[config.mk]
export PLATFORM = sky130hd
export DESIGN_NAME = irq_controller_top
export DESIGN_NICKNAME = d
export VERILOG_FILES = /design/src/logic/cpu_isa_pkg.sv /design/src/logic/irq_pkg.sv /design/src/logic/irq_request_capture.sv /design/src/logic/irq_context_stack.sv /design/src/logic/irq_vector_table.sv /design/src/logic/irq_controller_top.sv
export SDC_FILE = /design/constraint.sdc
export NUM_CORES = 1
export LEC_CHECK = 0
export ABC_AREA = 1
export BUFFER_PORTS_ARGS = -buffer_cell sky130_fd_sc_hd__buf_2
export CAP_MARGIN = 25
export CORE_ASPECT_RATIO = 1.2
export CORE_MARGIN = 2
export CORE_UTILIZATION = 59
export DETAILED_ROUTE_END_ITERATION = 7
export GPL_TIMING_DRIVEN = 1
export MAX_ROUTING_LAYER = met4
export PLACE_DENSITY = 0.88
export SYNTH_ARGS = -nofsm -noshare
export SYNTH_HDL_FRONTEND = slang
export SYNTH_SLANG_ARGS = --single-unit
[constraint.sdc]
create_clock -name clk -period 3.3 [get_ports clk]
set_input_delay 0.33 -clock clk [delete_from_list [all_inputs] [get_ports clk]]
set_output_delay 0.33 -clock clk [all_outputs]
set_load 0.03 [all_outputs]
[src/logic/cpu_isa_pkg.sv]
// Instruction set view of the CPU as seen by the interrupt subsystem
// Opcodes, register ids and the bus of CPU signals shared by all stages
package cpu_isa_pkg;

    // CPU data path width, fixed on the bus
    localparam int CPU_WORD_BITS = 16;

    // Upper six bits of the instruction byte
    typedef logic [5:0] opcode_t;

    // Lower two bits, used as interrupt or slot number
    typedef logic [1:0] arg_t;

    // Register select as used by the register file
    typedef logic [3:0] reg_id_t;

    // One CPU data word
    typedef logic [CPU_WORD_BITS-1:0] cpu_word_t;

    // Instruction byte split into its two fields
    typedef struct packed {
        opcode_t opcode;
        arg_t    arg;
    } instr_t;

    // Interrupt related opcodes, argument in the low bits
    localparam opcode_t OPC_SOFTINT     = 6'h0C;
    localparam opcode_t OPC_SETINT      = 6'h0D;
    localparam opcode_t OPC_GETINT      = 6'h0E;
    localparam opcode_t OPC_SETINTSTACK = 6'h0F;
    localparam opcode_t OPC_GETINTSTACK = 6'h10;

    // Return from interrupt is a full byte, outside the opcodes above
    localparam instr_t INST_RETINT = 8'h44;

    // Program counter in the register file
    localparam reg_id_t REG_PC = 4'hF;

    // Everything the CPU presents to the interrupt block each cycle
    typedef struct packed {
        instr_t    instr;
        cpu_word_t work_reg;
        cpu_word_t pc;
        // High on the cycle the CPU commits its state
        logic      cpu_update;
    } cpu_bus_t;

endpackage

[src/logic/irq_pkg.sv]
// Types describing interrupt levels, requests and the capture result
// Shared by the capture, context and vector stages
package irq_pkg;

    // Number of request lines, one per priority
    localparam int IRQ_COUNT = 4;

    // One bit per priority, bit 0 is the most urgent
    typedef logic [IRQ_COUNT-1:0] irq_vec_t;

    // Current or target level
    // 0 to 3 are interrupt contexts, 4 is plain program flow
    typedef logic [2:0] level_t;

    localparam level_t LEVEL_NORMAL = 3'd4;

    // Index into the per-level memories and the routine table
    typedef logic [1:0] irq_idx_t;

    // Result of the capture stage, consumed by the context stage
    typedef struct packed {
        // Masked requests held until the next CPU update
        irq_vec_t pending;
        // Current instruction is a softint
        logic     softint;
    } irq_capture_t;

endpackage

[src/logic/irq_request_capture.sv]
// Front stage of the interrupt block: merges external lines and softint
// under the mask and keeps each request latched until the CPU updates
module irq_request_capture (
    input  logic                    clk,
    input  logic                    reset,
    input  logic                    enable,
    // External request lines, bit 0 is priority 0
    input  irq_pkg::irq_vec_t       irq_lines,
    // A zero bit blocks the matching request
    input  irq_pkg::irq_vec_t       irq_mask,
    input  cpu_isa_pkg::cpu_bus_t   cpu,
    output irq_pkg::irq_capture_t   capture
);

    // Softint decode
    logic              is_softint;
    irq_pkg::irq_vec_t soft_req;

    // Merged and masked requests of this cycle
    irq_pkg::irq_vec_t masked_req;

    // Sticky copy of the masked requests
    irq_pkg::irq_vec_t pending;

    assign is_softint = (cpu.instr.opcode == cpu_isa_pkg::OPC_SOFTINT);

    // One-hot request picked by the instruction argument
    always_comb
    begin
        soft_req = '0;
        if (is_softint)
        begin
            soft_req[cpu.instr.arg] = 1'b1;
        end
    end

    assign masked_req = (irq_lines | soft_req) & irq_mask;

    // Latch behavior
    // On update each bit follows the current request
    // Between updates a request only sets its bit, so pulses survive
    always_ff @(posedge clk)
    begin
        if (!reset)
        begin
            pending <= '0;
        end
        else if (enable)
        begin
            if (cpu.cpu_update)
            begin
                pending <= masked_req;
            end
            else
            begin
                pending <= pending | masked_req;
            end
        end
    end

    // Softint flag goes with the combinational instruction,
    // the context stage needs it for the return address
    always_comb
    begin
        capture.pending = pending;
        capture.softint = is_softint;
    end

endmodule

[src/logic/irq_context_stack.sv]
// Context stage: picks the target level, tracks the current one and keeps the
// per-level return addresses and previous levels for entry and retint
module irq_context_stack #(
    parameter int word_size = 16
) (
    input  logic                      clk,
    input  logic                      reset,
    input  logic                      enable,
    input  cpu_isa_pkg::cpu_bus_t     cpu,
    input  irq_pkg::irq_capture_t     capture,
    // Highest priority level with a pending request
    output irq_pkg::level_t           target_level,
    // High while a pending request would preempt the current level
    output logic                      irq_entry,
    // High whenever the level is not the normal context
    output logic                      in_irq_context,
    // Word returned to the CPU by retint and the stack instructions
    output cpu_isa_pkg::cpu_word_t    stack_data
);

    // Current level, normal context out of reset
    irq_pkg::level_t level;

    // Return address and interrupted level, indexed by the level entered
    logic [word_size-1:0] addr_mem [4];
    irq_pkg::level_t      level_mem [4];

    // Instruction decode
    logic is_retint;
    logic is_setintstack;
    logic is_getintstack;

    // Indexes into the memories
    irq_pkg::irq_idx_t target_idx;
    irq_pkg::irq_idx_t level_idx;

    // Actions taken on this clock edge
    logic do_entry;
    logic do_retint;
    logic do_stack_wr;

    // Address saved on entry
    logic [word_size-1:0] entry_addr;

    assign is_retint      = (cpu.instr == cpu_isa_pkg::INST_RETINT);
    assign is_setintstack = (cpu.instr.opcode == cpu_isa_pkg::OPC_SETINTSTACK);
    assign is_getintstack = (cpu.instr.opcode == cpu_isa_pkg::OPC_GETINTSTACK);

    // Priority encoder, lowest set bit wins
    always_comb
    begin
        target_level = irq_pkg::LEVEL_NORMAL;
        for (int i = irq_pkg::IRQ_COUNT - 1; i >= 0; i--)
        begin
            if (capture.pending[i])
            begin
                target_level = irq_pkg::level_t'(i);
            end
        end
    end

    // A lower number is more urgent, so this is preemption
    assign irq_entry      = (target_level < level);
    assign in_irq_context = (level != irq_pkg::LEVEL_NORMAL);

    // Only used when the level is 0 to 3
    assign target_idx = target_level[1:0];
    assign level_idx  = level[1:0];

    // Softint resumes after itself, a hardware interrupt at the same pc
    assign entry_addr = capture.softint ? cpu.pc[word_size-1:0] + 1'b1
                                        : cpu.pc[word_size-1:0];

    // Entry has precedence over the instruction in flight
    assign do_entry    = enable & irq_entry & cpu.cpu_update;
    // Retint with no saved context leaves the level alone
    assign do_retint   = enable & ~do_entry & is_retint & cpu.cpu_update
                         & in_irq_context;
    assign do_stack_wr = enable & ~do_entry & is_setintstack;

    always_ff @(posedge clk)
    begin
        if (!reset)
        begin
            level <= irq_pkg::LEVEL_NORMAL;
        end
        else if (do_entry)
        begin
            level <= target_level;
        end
        else if (do_retint)
        begin
            level <= level_mem[level_idx];
        end
    end

    // Context memories, contents only matter once written
    always_ff @(posedge clk)
    begin
        if (do_entry)
        begin
            addr_mem[target_idx]  <= entry_addr;
            level_mem[target_idx] <= level;
        end
        else if (do_stack_wr)
        begin
            // Software can patch a return address
            addr_mem[cpu.instr.arg] <= cpu.work_reg[word_size-1:0];
        end
    end

    // Read side toward the CPU
    always_comb
    begin
        stack_data = '0;
        if (is_retint)
        begin
            if (in_irq_context)
            begin
                stack_data = cpu_isa_pkg::cpu_word_t'(addr_mem[level_idx]);
            end
        end
        else if (is_getintstack)
        begin
            stack_data = cpu_isa_pkg::cpu_word_t'(addr_mem[cpu.instr.arg]);
        end
        else if (is_setintstack)
        begin
            // Echo of the written word
            stack_data = cpu.work_reg;
        end
    end

endmodule

[src/logic/irq_vector_table.sv]
// Vector stage: table of routine addresses written by setint, read by getint
// Also builds the single data word and register select returned to the CPU
module irq_vector_table #(
    parameter int word_size = 16
) (
    input  logic                      clk,
    input  logic                      reset,
    input  logic                      enable,
    input  cpu_isa_pkg::cpu_bus_t     cpu,
    input  irq_pkg::level_t           target_level,
    input  cpu_isa_pkg::cpu_word_t    stack_data,
    output cpu_isa_pkg::cpu_word_t    data_out,
    output cpu_isa_pkg::reg_id_t      out_reg,
    // Routine to jump to when the pending interrupt is taken
    output cpu_isa_pkg::cpu_word_t    routine_addr
);

    // Routine addresses, one per level
    logic [word_size-1:0] routines [4];

    // Registered getint result
    logic [word_size-1:0] getint_q;

    logic is_setint;
    logic is_getint;
    logic is_retint;
    logic table_wr;

    assign is_setint = (cpu.instr.opcode == cpu_isa_pkg::OPC_SETINT);
    assign is_getint = (cpu.instr.opcode == cpu_isa_pkg::OPC_GETINT);
    assign is_retint = (cpu.instr == cpu_isa_pkg::INST_RETINT);

    assign table_wr = enable & cpu.cpu_update & is_setint;

    // Table write, committed with the CPU update
    always_ff @(posedge clk)
    begin
        if (table_wr)
        begin
            routines[cpu.instr.arg] <= cpu.work_reg[word_size-1:0];
        end
    end

    // Getint read, zero on any other instruction so the OR below is clean
    always_ff @(posedge clk)
    begin
        if (!reset)
        begin
            getint_q <= '0;
        end
        else if (enable)
        begin
            if (is_getint)
            begin
                getint_q <= routines[cpu.instr.arg];
            end
            else
            begin
                getint_q <= '0;
            end
        end
    end

    // No routine in the normal context
    always_comb
    begin
        routine_addr = '0;
        if (target_level != irq_pkg::LEVEL_NORMAL)
        begin
            routine_addr = cpu_isa_pkg::cpu_word_t'(routines[target_level[1:0]]);
        end
    end

    // Only one source is nonzero for any given instruction
    assign data_out = cpu_isa_pkg::cpu_word_t'(getint_q) | stack_data;

    // Retint loads the saved address into the program counter
    assign out_reg = is_retint ? cpu_isa_pkg::REG_PC : cpu_isa_pkg::reg_id_t'(0);

endmodule

[src/logic/irq_controller_top.sv]
// Interrupt subsystem top: capture, context and vector stages in a row
// The CPU drives the bus and the update strobe, results come back on data_out
module irq_controller_top #(
    parameter int word_size = 16
) (
    input  logic                      clk,
    input  logic                      reset,
    // Low freezes every state element
    input  logic                      enable,
    input  irq_pkg::irq_vec_t         irq_lines,
    input  irq_pkg::irq_vec_t         irq_mask,
    input  cpu_isa_pkg::cpu_bus_t     cpu,
    output cpu_isa_pkg::cpu_word_t    data_out,
    output cpu_isa_pkg::reg_id_t      out_reg,
    output cpu_isa_pkg::cpu_word_t    routine_addr,
    output logic                      irq_entry,
    output logic                      in_irq_context
);

    // Memories cannot be wider than the CPU bus words
    if (word_size > cpu_isa_pkg::CPU_WORD_BITS)
    begin : g_width_check
        $error("word_size exceeds the CPU word width");
    end

    // Stage to stage signals
    irq_pkg::irq_capture_t     capture;
    irq_pkg::level_t           target_level;
    cpu_isa_pkg::cpu_word_t    stack_data;

    irq_request_capture i_capture (
        .clk       (clk),
        .reset     (reset),
        .enable    (enable),
        .irq_lines (irq_lines),
        .irq_mask  (irq_mask),
        .cpu       (cpu),
        .capture   (capture)
    );

    irq_context_stack #(
        .word_size (word_size)
    ) i_context (
        .clk            (clk),
        .reset          (reset),
        .enable         (enable),
        .cpu            (cpu),
        .capture        (capture),
        .target_level   (target_level),
        .irq_entry      (irq_entry),
        .in_irq_context (in_irq_context),
        .stack_data     (stack_data)
    );

    irq_vector_table #(
        .word_size (word_size)
    ) i_vector (
        .clk          (clk),
        .reset        (reset),
        .enable       (enable),
        .cpu          (cpu),
        .target_level (target_level),
        .stack_data   (stack_data),
        .data_out     (data_out),
        .out_reg      (out_reg),
        .routine_addr (routine_addr)
    );

endmodule

==> impl_metrics.env, run 1 <==
export IMPL_r2r_start="i_capture.pending[3]"
export IMPL_syn_area_per_cell_sq_um=9.115
export IMPL_hpwl_mm=15.56
export IMPL_synthAdderAreaFrac=0.004526
export IMPL_critPathCaptureType="register"
export IMPL_regToRegSetupSlack_ps=610
export IMPL_grt_pass1_wl_mm=37.91
export IMPL_synth_xor_area_frac=0.006336
export IMPL_worst_setup_path_start_kind="register"
export IMPL_drcViolationCount=3
export IMPL_synth_top_family_by_area="simple AND/OR/NAND/NOR gates"
export IMPL_final_period_utilization=0.8141
export IMPL_die_w_microns=112.2
export IMPL_critPathMaxFanout=23
export IMPL_num_antenna_cells=0
export IMPL_grt_busiest_layer="met2"
export IMPL_grt_max_degree=39
export IMPL_antenna_found_initial=0
export IMPL_coreArea_sq_mm=0.01376
export IMPL_maxSlewHeadroom=0.5013
export IMPL_gr_total_overflow=0
export IMPL_tns_ps=0
export IMPL_status="complete, but fails checks"
export IMPL_cts_buffers=17
export IMPL_synthMuxAreaShare=0.001207
export IMPL_grt_usage=0.3392
export IMPL_grt_pass1_vias=7234
export IMPL_cts_sinks=165
export IMPL_postCtsSetupRepairBufs=0
export IMPL_place_congestion=0.9576
export IMPL_place_ws_ps=707.4
export IMPL_maxSlewViolCount=0
export IMPL_tightest_slew_ps=745.7
export IMPL_final_antenna_net_count=0
export IMPL_setup_violations=0
export IMPL_reg2reg_to="i_context.addr_mem[3][5]"
export IMPL_skew_ps=8.322
export IMPL_violations="DRC"
export IMPL_synth_compound_area_frac=0.1400
export IMPL_worstPathArrival_ps=2890
export IMPL_crit_end="i_context.addr_mem[3][5]"
export IMPL_rsz0062_at_grt="no"
export IMPL_grt_met2_usage=0.5271
export IMPL_grt_use_met1=0.4084
export IMPL_dr_pass1_iters=8
export IMPL_synthSimpleGateAreaFrac=0.2213
export IMPL_insertion_delay_ps=430
export IMPL_ys_seq_area_frac=0.5672
export IMPL_routed_wl_mm=24.97
export IMPL_initial_core_util=0.6027
export IMPL_die_y_microns=133.9
export IMPL_yosysUniqueCellTypes=34
export IMPL_final_cell_mix="236 x nand2_1, 140 x edfxtp_1, 100 x nor2_1"
export IMPL_drive_gt1_frac=0.1602
export IMPL_cts_tree="done"
export IMPL_p_per_area_mw_per_mm2=525.6
export IMPL_finalHoldViolCount=0
export IMPL_area_growth_syn_to_layout_pct=13.34
export IMPL_clk_pin_slew_ps=60
export IMPL_fmax_mhz=372.2
export IMPL_synth_nets=965
export IMPL_drv_cap=0
export IMPL_port_buffers=89
export IMPL_rr_worst_depth=9
export IMPL_crit_required_ps=3500
export IMPL_cts_resized_gates=0
export IMPL_syn_inst=910
export IMPL_cts_root_buf="clkbuf_16"
export IMPL_clock_path_buffers=2
export IMPL_vias_per_cell=6.550
export IMPL_critPathLaunch="i_capture.pending[3]"
export IMPL_setup_ws_ps=613.4
export IMPL_rows=47
export IMPL_critPathKind="reg2reg"
export IMPL_fin_crit_ps=2687
export IMPL_ys_warn_count=0
export IMPL_wl_per_cell_microns=21.34
export IMPL_synth_seq_cells=165
export IMPL_layout_commonest_cell="nand2_1"
export IMPL_grtUsageMet3=0.07546
export IMPL_hold_class="in2reg"
export IMPL_io_pins=90
export IMPL_syn_area_sq_mm=0.008294
export IMPL_drt_iter0_drc=1134
export IMPL_vias=7663
export IMPL_fin_nets=1041
export IMPL_dieArea_sq_mm=0.01503
export IMPL_cts_hold_buf=0
export IMPL_ir_drop_mv=0.3514
export IMPL_leakagePower_nw=3.782
export IMPL_htreeDepth=4
power breakdown:
group	internal (mW)	switching, mW
registers	2.30	0.0246
clock network	1.12	0.821
logic	0.190	0.486
total	3.61	1.33
stage by stage:
stage	instance area, sq um	util	total power [mW]	std cells	hold WS, ps
detailed placement	8833	0.6419	3.015	1138	465.5
global placement	8806	0.6399	2.990	1137	456.9
CTS	9400	0.6831	4.903	1170	125.3
floorplan	8294	-	2.794	910	414.1
finish	9400	0.6831	4.941	1170	123.8
global route	9400	0.6831	5.047	1170	129.3
sequential cells by signal (all words and copies together) (netlist names), named ones only:
register,count
i_capture.pending,4
i_context.addr_mem,64
i_context.level,3
i_context.level_mem,12
i_vector.getint_q,16
i_vector.routines,64
worst min-delay path by stage:
stage / startpoint / endpoint / depth (start not counted)
2_1_floorplan: reset / i_context.level[2] / 1
3_5_place_dp: i_vector.getint_q[5] / i_vector.getint_q[5] / 2
5_1_grt: cpu[19] / i_vector.routines[1][2] / 1
6_report: cpu[21] / i_vector.routines[1][4] / 1
4_1_cts: cpu[19] / i_vector.routines[1][2] / 1
3_3_place_gp: i_vector.getint_q[5] / i_vector.getint_q[5] / 2
logic make-up after synthesis:
family | count (synthesis)
AND/OR/NAND/NOR | 428
flip-flops | 165
AO/OA/AOI/OAI | 195
multiplexers | 1
buffers and inverters | 112
adder cells (fa/ha/maj) | 3
XOR/XNOR | 6
routing by layer:
metal / share of wire / wire length (microns)
met1: 0.33 / 8348
met5: 0 / 0
met2: 0.46 / 11410
met4: 0.072 / 1796
met3: 0.14 / 3415
cell usage after synthesis, drive strengths merged:
library cell  count  area share
o22ai            61       0.046
xor2              4      0.0042
nand4            15       0.011
dfxtp            25       0.060
or2               1     0.00075
a21oi            39       0.024
xnor2             2      0.0021
o211ai            9      0.0081
inv              66       0.030
o21ai            51       0.031
nor4              1      0.0026
nand2           240        0.11
nor2            107       0.054
a31oi             1     0.00075
nand3            60       0.038
a22oi            34       0.031
ha                3      0.0045
edfxtp          140        0.51
clkbuf           13      0.0059
nor3              4      0.0038
mux2i             1      0.0012
buf              33       0.024
cell type report:
cell class,count,area (sq um)
flip-flops and latches,165,4705
fillers,968,4360
multi-input cells,633,3097
repair buffers,103,570.5
clock buffers,21,440.4
inverters,66,247.7
well taps,171,214.0
clock inverters,11,126.4
critical path, stage by stage (launching register included):
cell	delay [ps]
dfxtp_1	320
nor2_1	240
inv_1	90
nor2_2	110
ha_1	250
a21oi_1	200
nand3_2	330
nand2_4	340
inv_2	190
o21ai_0	380
No activity file was read; power rests on OpenSTA's default activity.
==> inputs of run 2 (changes only) <==
--- a/config.mk
+++ b/config.mk
@@ -5,16 +5,16 @@
 export SDC_FILE = /design/constraint.sdc
 export NUM_CORES = 1
 export LEC_CHECK = 0
-export ABC_AREA = 1
+export ABC_AREA = 0
 export BUFFER_PORTS_ARGS = -buffer_cell sky130_fd_sc_hd__buf_2
 export CAP_MARGIN = 25
 export CORE_ASPECT_RATIO = 1.2
 export CORE_MARGIN = 2
-export CORE_UTILIZATION = 59
+export CORE_UTILIZATION = 53
 export DETAILED_ROUTE_END_ITERATION = 7
 export GPL_TIMING_DRIVEN = 1
 export MAX_ROUTING_LAYER = met4
-export PLACE_DENSITY = 0.88
+export PLACE_DENSITY = 0.84
 export SYNTH_ARGS = -nofsm -noshare
 export SYNTH_HDL_FRONTEND = slang
 export SYNTH_SLANG_ARGS = --single-unit
==> constraint.sdc (replaced) <==
create_clock -name clk -period 2.4 [get_ports clk]
set_input_delay 0.24 -clock clk [delete_from_list [all_inputs] [get_ports clk]]
set_output_delay 0.24 -clock clk [all_outputs]
set_load 0.03 [all_outputs]
==> run 2 against run 1 <==
  * The flow now finishes without violations
  * Register-to-register slack got worse by 570 ps
  * Sequential share of layout area fell by 3.6 points
  * Critical path type is now reg2out
  * Via count fell by 19%
  * Non-clock buffer count rose by 50
==> impl_metrics.env, run 2 <==
export IMPL_status="completed"
export IMPL_insertion_delay_ps=440
export IMPL_rows=49
export IMPL_dr_pass1_iters=5
export IMPL_async_reset_ff_frac=0
export IMPL_htreeDepth=4
export IMPL_tightest_slew_ps=442.2
export IMPL_yosysUniqueCellTypes=54
export IMPL_hold_class="in2reg"
export IMPL_placed_cell_area_sq_mm=0.009276
export IMPL_setup_violations=0
export IMPL_initial_core_util=0.5419
export IMPL_r2r_start="i_capture.pending[2]"
export IMPL_yosys_area_top_type="edfxtp_1"
export IMPL_synth_main_ff_cell="edfxtp_1"
export IMPL_fin_crit_ps=2390
export IMPL_ir_drop_mv=0.7175
export IMPL_yosysTopAreaCellShare=0.5165
export IMPL_syn_area_per_cell_sq_um=13.77
export IMPL_port_buffers=89
export IMPL_grt_pass1_vias=6128
export IMPL_routed_wl_mm=23.19
export IMPL_grt_max_degree=34
export IMPL_final_period_utilization=0.9960
export IMPL_io_pins=90
export IMPL_reg2reg_to="i_context.addr_mem[3][2]"
export IMPL_regToRegSetupSlack_ps=40
export IMPL_ys_warn_count=0
export IMPL_place_ws_ps=-87.37
export IMPL_syn_area_sq_mm=0.008139
export IMPL_route_top_layer_used="met4"
export IMPL_dr_wl_met2_mm=11.65
export IMPL_finalHoldViolCount=0
export IMPL_critPathMaxStageDelay_ps=380
export IMPL_dieArea_sq_mm=0.01637
export IMPL_maxSlewHeadroom=0.7052
export IMPL_min_delay_start="cpu[23]"
export IMPL_holdPathEnd="i_vector.routines[0][6]"
export IMPL_holdPathStages=1
export IMPL_fmax_mhz=418.4
export IMPL_grt_pass1_wl_mm=34.63
export IMPL_place_congestion=0.9871
export IMPL_p_per_area_mw_per_mm2=676.8
export IMPL_cts_tree="done"
export IMPL_syn_inst=591
export IMPL_fillers=985
export IMPL_wl_met3_mm=2.005
export IMPL_critPathCaptureType="output pin"
export IMPL_die_w_microns=117.1
export IMPL_rsz0062_at_grt="yes"
export IMPL_drv_cap=0
export IMPL_drive_gt1_frac=0.3918
export IMPL_rr_worst_depth=8
export IMPL_worstPathArrival_ps=2150
export IMPL_drt_iter0_drc=924
export IMPL_synth_nets=646
export IMPL_yosys_top_cells_area="edfxtp_1 52%, mux4_2 14%, dfxtp_1 6.1%, a221oi_1 3.6%, nor2b_1 2.9%"
export IMPL_synth_edff_count=140
export IMPL_crit_required_ps=2160
export IMPL_synth_seq_cells=165
export IMPL_clk_pin_slew_ps=70
export IMPL_synthTopCellsByCount="140 x edfxtp_1, 51 x mux4_2, 38 x nor2b_1"
export IMPL_finalInstanceArea_sq_mm=0.01014
export IMPL_critPathKind="reg2out"
export IMPL_setup_ws_ps=9.659
export IMPL_crit_chain="buf_4 -> buf_8 -> nor2b_2 -> buf_6 -> buf_6 -> a221oi_1 -> o31ai_1 -> buf_4"
export IMPL_skew_ps=6.949
export IMPL_die_y_microns=139.8
export IMPL_critPathMaxFanout=20
export IMPL_vias_per_cell=6.644
export IMPL_cts_sinks=165
export IMPL_fin_nets=772
export IMPL_maxSlewViolCount=0
export IMPL_layout_commonest_cell="edfxtp_1"
export IMPL_cts_root_buf="clkbuf_16"
export IMPL_cts_buffers=17
export IMPL_antenna_found_initial=1
export IMPL_final_antenna_net_count=0
export IMPL_grt_usage=0.2977
export IMPL_final_cell_mix="140 x edfxtp_1, 81 x buf_2, 53 x buf_4"
export IMPL_coreArea_sq_mm=0.01502
export IMPL_synth_most_common_cell="edfxtp_1"
export IMPL_critPathSlowestCell="dfxtp_4"
export IMPL_area_growth_syn_to_layout_pct=24.61
export IMPL_ys_seq_area_frac=0.5780
export IMPL_leakagePower_nw=3.526
export IMPL_finalPower_mw=6.864
export IMPL_gr_total_overflow=0
export IMPL_hpwl_mm=15.72
export IMPL_reg_top3="i_context.addr_mem x64, i_vector.routines x64, i_vector.getint_q x16"
export IMPL_vias=6212
export IMPL_clock_path_buffers=2
export IMPL_wl_per_cell_microns=24.80
export IMPL_drcViolationCount=0
export IMPL_worst_setup_path_start_kind="register"
export IMPL_wirelength_met1_mm=8.521
-- run 2: cell count changes after synthesis, moves of 24 or more --
cell      delta
a221oi_1    +33
nor2_1      -72
nand2_1    -208
o22ai_1     -61
a22oi_1     -34
o31ai_1     +24
mux4_2      +51
inv_1       -24
nor2b_1     +38
nand3_1     -54
-- run 2: cells by family (layout without fill, tap and decap cells) --
kind of cell,after synthesis,in the layout,share of synthesized area
AO/OA/AOI/OAI,141,141,0.1233
XOR/XNOR,7,7,0.007533
adder cells (fa/ha/maj),3,3,0.004612
buffers and inverters,73,212,0.03782
flip-flops,165,165,0.5780
multiplexers,59,59,0.1520
other,0,1,0
AND/OR/NAND/NOR,143,143,0.09669
-- run 2: worst max-delay path by stage --
stage                              start                   endpoint  slack (ps)  cells after the start
floorplan           i_capture.pending[2]   i_context.addr_mem[0][0]        -170                      9
global placement    i_capture.pending[3]  i_context.addr_mem[0][14]          30                      8
detailed placement  i_capture.pending[3]  i_context.level_mem[1][2]         -90                      9
CTS                 i_capture.pending[3]  i_context.addr_mem[0][12]        -0.9                      9
global route        i_capture.pending[2]           routine_addr[10]         -80                      8
finish              i_capture.pending[2]            routine_addr[5]          10                      8
-- run 2: timing repair --
item | in CTS | in global routing
buffers inserted | 7 | 5
gates cloned | 1 | 0
gates resized for setup | 11 | 39
endpoints found under the setup margin | 28 | 144
hold buffers | 0 | 0
pin swaps | 1 | 7
-- run 2: area by class of cell --
type	instances	area [sq um]	share of cell area
Antenna cell	1	2.502	0.0002467
Inverter	27	105.1	0.01036
Sequential cell	165	4715	0.4648
Timing Repair Buffer	153	1130	0.1114
Tap cell	204	255.2	0.02517
Clock inverter	14	153.9	0.01517
Clock buffer	18	450.4	0.04441
Multi-Input combinational cell	353	3331	0.3284
-- run 2: layer usage --
metal  vias to the layer above  global-route usage
li1                       2638                   -
met1                      3071              0.3679
met2                       413              0.4846
met3                        90             0.05531
met4                         0              0.1170
met5                         -                   -
-- run 2: report_power, final --
group,internal [mW],switching (mW)
logic,0.392,0.533
registers,3.16,0.0292
clock network,1.54,1.22
total,5.08,1.78
-- run 2: metrics by stage --
step / std cells / TNS [ps] / hold slack, ps / util
final: 935 / 0 / 83.95 / 0.6752
after global routing: 935 / -640.2 / 93.14 / 0.6752
after CTS: 932 / -1.681 / 74.05 / 0.6664
after detailed placement: 892 / -1143 / 527.8 / 0.6176
after global placement: 892 / 0 / 517.4 / 0.6176
after floorplan: 591 / -8061 / 338.9 / -
-- run 2: critical path: cells and delay by family (launching register included) --
| kind | cells | cell delay, ps |
|---|---|---|
| AO/OA/AOI/OAI | 2 | 450 |
| buffers and inverters | 5 | 800 |
| flip-flops | 1 | 380 |
| AND/OR/NAND/NOR | 1 | 70 |
==> inputs of run 3 (changes only) <==
--- a/config.mk
+++ b/config.mk
@@ -10,11 +10,11 @@
 export CAP_MARGIN = 25
 export CORE_ASPECT_RATIO = 1.2
 export CORE_MARGIN = 2
-export CORE_UTILIZATION = 53
+export CORE_UTILIZATION = 59
 export DETAILED_ROUTE_END_ITERATION = 7
 export GPL_TIMING_DRIVEN = 1
 export MAX_ROUTING_LAYER = met4
-export PLACE_DENSITY = 0.84
+export PLACE_DENSITY = 0.88
 export SYNTH_ARGS = -nofsm -noshare
 export SYNTH_HDL_FRONTEND = slang
 export SYNTH_SLANG_ARGS = --single-unit
==> constraint.sdc (replaced) <==
create_clock -name clk -period 2.65 [get_ports clk]
set_input_delay 0.265 -clock clk [delete_from_list [all_inputs] [get_ports clk]]
set_output_delay 0.265 -clock clk [all_outputs]
set_load 0.03 [all_outputs]
==> run 3 against run 2 <==
  * Die area shrank 9.9%
  * Via count shrank 2.6%
  * Clock-buffer cell count is the same
  * Register-to-register slack gained 50 ps
  * Core utilization grew 3.4 points
  * Setup slack gained 85 ps
  * Global-route usage grew 1.7 points
  * Critical endpoint is now i_context.addr_mem[3][12]
  * Worst hold slack gained 30 ps
  * Sequential share of layout area grew 2.2 points
==> impl_metrics.env, run 3 (same netlist as run 2, synthesis figures left out) <==
export IMPL_finalInstanceArea_sq_mm=0.009673
export IMPL_crit_required_ps=2790
export IMPL_skew_ps=8.809
export IMPL_antenna_found_initial=0
export IMPL_rr_worst_depth=8
export IMPL_p_sw_mw=1.509
export IMPL_setup_ws_ps=94.37
export IMPL_switching_share=0.2449
export IMPL_io_pins=90
export IMPL_p_int_mw=4.651
export IMPL_p_per_area_mw_per_mm2=636.8
export IMPL_fillers=851
export IMPL_postCtsSetupRepairBufs=0
export IMPL_port_buffers=89
export IMPL_final_antenna_net_count=0
export IMPL_die_y_microns=132.7
export IMPL_dieArea_sq_mm=0.01475
export IMPL_area_growth_syn_to_layout_pct=18.85
export IMPL_drv_cap=0
export IMPL_cts_root_buf="clkbuf_16"
export IMPL_maxSlewHeadroom=0.6541
export IMPL_holdPathEnd="i_vector.routines[1][6]"
export IMPL_clk_pin_slew_ps=70
export IMPL_grt_usage=0.3149
export IMPL_reg_top3="i_context.addr_mem x64, i_vector.routines x64, i_vector.getint_q x16"
export IMPL_htreeDepth=4
export IMPL_critPathCaptureType="register"
export IMPL_reg2reg_to="i_context.addr_mem[3][12]"
export IMPL_crit_chain="nor4_2 -> ha_1 -> nand2_1 -> a221o_1 -> a21o_2 -> buf_4 -> o21ai_2 -> buf_12"
export IMPL_hold_class="in2reg"
export IMPL_fmax_mhz=391.3
export IMPL_routed_wl_mm=21.89
export IMPL_tightest_slew_ps=516.9
export IMPL_gr_total_overflow=0
export IMPL_final_core_util=0.7090
export IMPL_clock_path_buffers=2
export IMPL_final_period_utilization=0.9644
export IMPL_coreArea_sq_mm=0.01364
export IMPL_min_delay_start="cpu[23]"
export IMPL_final_cell_mix="140 x edfxtp_1, 89 x buf_2, 51 x mux4_2"
export IMPL_fin_crit_ps=2556
export IMPL_critPathKind="reg2reg"
export IMPL_place_ws_ps=76.44
export IMPL_placed_cell_area_sq_mm=0.009020
export IMPL_wl_per_cell_microns=24.96
export IMPL_vias=6051
export IMPL_dr_pass1_iters=5
export IMPL_cts_tree="done"
export IMPL_drt_iter0_drc=815
export IMPL_regToRegSetupSlack_ps=90
export IMPL_place_congestion=0.9393
export IMPL_critPathMaxFanout=16
export IMPL_drcViolationCount=0
export IMPL_hpwl_mm=15.10
export IMPL_worstPathArrival_ps=2690
export IMPL_ir_drop_mv=0.4705
export IMPL_grt_pass1_wl_mm=34.34
export IMPL_power_share_clock=0.410
export IMPL_holdPathStages=1
export IMPL_multi_input_area_sq_mm=0.003227
export IMPL_grt_max_degree=34
export IMPL_critPathSlowestCell="dfxtp_1"
export IMPL_grt_pass1_vias=6331
export IMPL_rows=47
export IMPL_vias_per_cell=6.900
export IMPL_initial_core_util=0.5966
export IMPL_die_w_microns=111.2
export IMPL_status="completed"
export IMPL_finalHoldViolCount=0
export IMPL_r2r_start="i_capture.pending[3]"
export IMPL_layout_commonest_cell="edfxtp_1"
export IMPL_leakagePower_nw=3.342
export IMPL_whs_ps=113.7
export IMPL_cts_buffers=17
export IMPL_drive_gt1_frac=0.3428
export IMPL_cts_sinks=165
export IMPL_rsz0062_at_grt="yes"
export IMPL_setup_violations=0
export IMPL_worst_setup_path_start_kind="register"
export IMPL_maxSlewViolCount=0
export IMPL_critPathMaxStageDelay_ps=360
export IMPL_p_seq_frac=0.468
export IMPL_regArea_sq_mm=0.004705
export IMPL_num_antenna_cells=0
export IMPL_path_buf_inv=2
export IMPL_insertion_delay_ps=440
export IMPL_combPwrFrac=0.122
export IMPL_fin_nets=748
export IMPL_cpLargestDelayFamily="compound AO/OA/AOI/OAI gates"
export IMPL_finalPower_mw=6.160
## run 3: cell types whose count changed in the layout (fill, tap and decap cells not counted), sizes merged
| cell | previous run | this run |
|---|---|---|
| buf | 153 | 129 |
| inv | 35 | 31 |
| bufinv | 1 | 3 |
| clkinvlp | 1 | 3 |
| diode | 1 | 0 |
## run 3: cell type report
cell class | instances | area share
Sequential cell | 165 | 0.4864
Multi-Input combinational cell | 353 | 0.3336
Timing Repair Buffer | 129 | 0.08485
Clock buffer | 18 | 0.04437
Tap cell | 171 | 0.02212
Clock inverter | 14 | 0.01824
Inverter | 27 | 0.01048
## run 3: metal layers
layer | GRT usage | vias to the layer above | share of wire
li1 | - | 2580 | -
met1 | 0.3829 | 3027 | 0.37
met2 | 0.5156 | 353 | 0.51
met3 | 0.05497 | 91 | 0.076
met4 | 0.1536 | 0 | 0.043
met5 | - | - | 0
## run 3: power groups by stage
stage          Combinational, mW  Sequential (mW)  Clock [mW]
6_report                   0.751             2.89        2.52
5_1_grt                    0.800             2.89        2.65
4_1_cts                    0.736             2.88        2.53
3_5_place_dp               0.728             2.94           0
3_3_place_gp               0.710             2.93           0
2_1_floorplan              0.478             2.93           0
## run 3: worst max path at each step
stage	start	to	slack (ps)	cells after the start
2_1_floorplan	i_capture.pending[2]	i_context.addr_mem[0][0]	10	9
3_3_place_gp	i_capture.pending[3]	i_context.addr_mem[2][13]	160	8
3_5_place_dp	i_capture.pending[3]	i_context.level_mem[0][1]	80	8
4_1_cts	i_capture.pending[3]	i_context.addr_mem[3][11]	40	8
5_1_grt	i_capture.pending[3]	i_context.addr_mem[1][4]	-10	8
6_report	i_capture.pending[3]	i_context.addr_mem[3][12]	90	8
## run 3: through the flow
step | setup TNS (ps) | instances
after CTS | 0 | 877
after global placement | 0 | 845
after floorplan | 0 | 591
after detailed placement | 0 | 845
after global routing | -37.00 | 877
final | 0 | 877
## run 3: worst register-to-register path, stage by stage, from the launching register on
cell,delay (ps)
dfxtp_1,360
nor4_2,340
ha_1,230
nand2_1,120
a221o_1,310
a21o_2,300
buf_4,180
o21ai_2,210
buf_12,200
## run 3: repair_timing
| item | in CTS | in global routing |
|---|---|---|
| endpoints found under the setup margin | 0 | 119 |
| gates resized for setup | 0 | 9 |
| hold buffers | 0 | 0 |
| hold endpoints to repair | 0 | 0 |
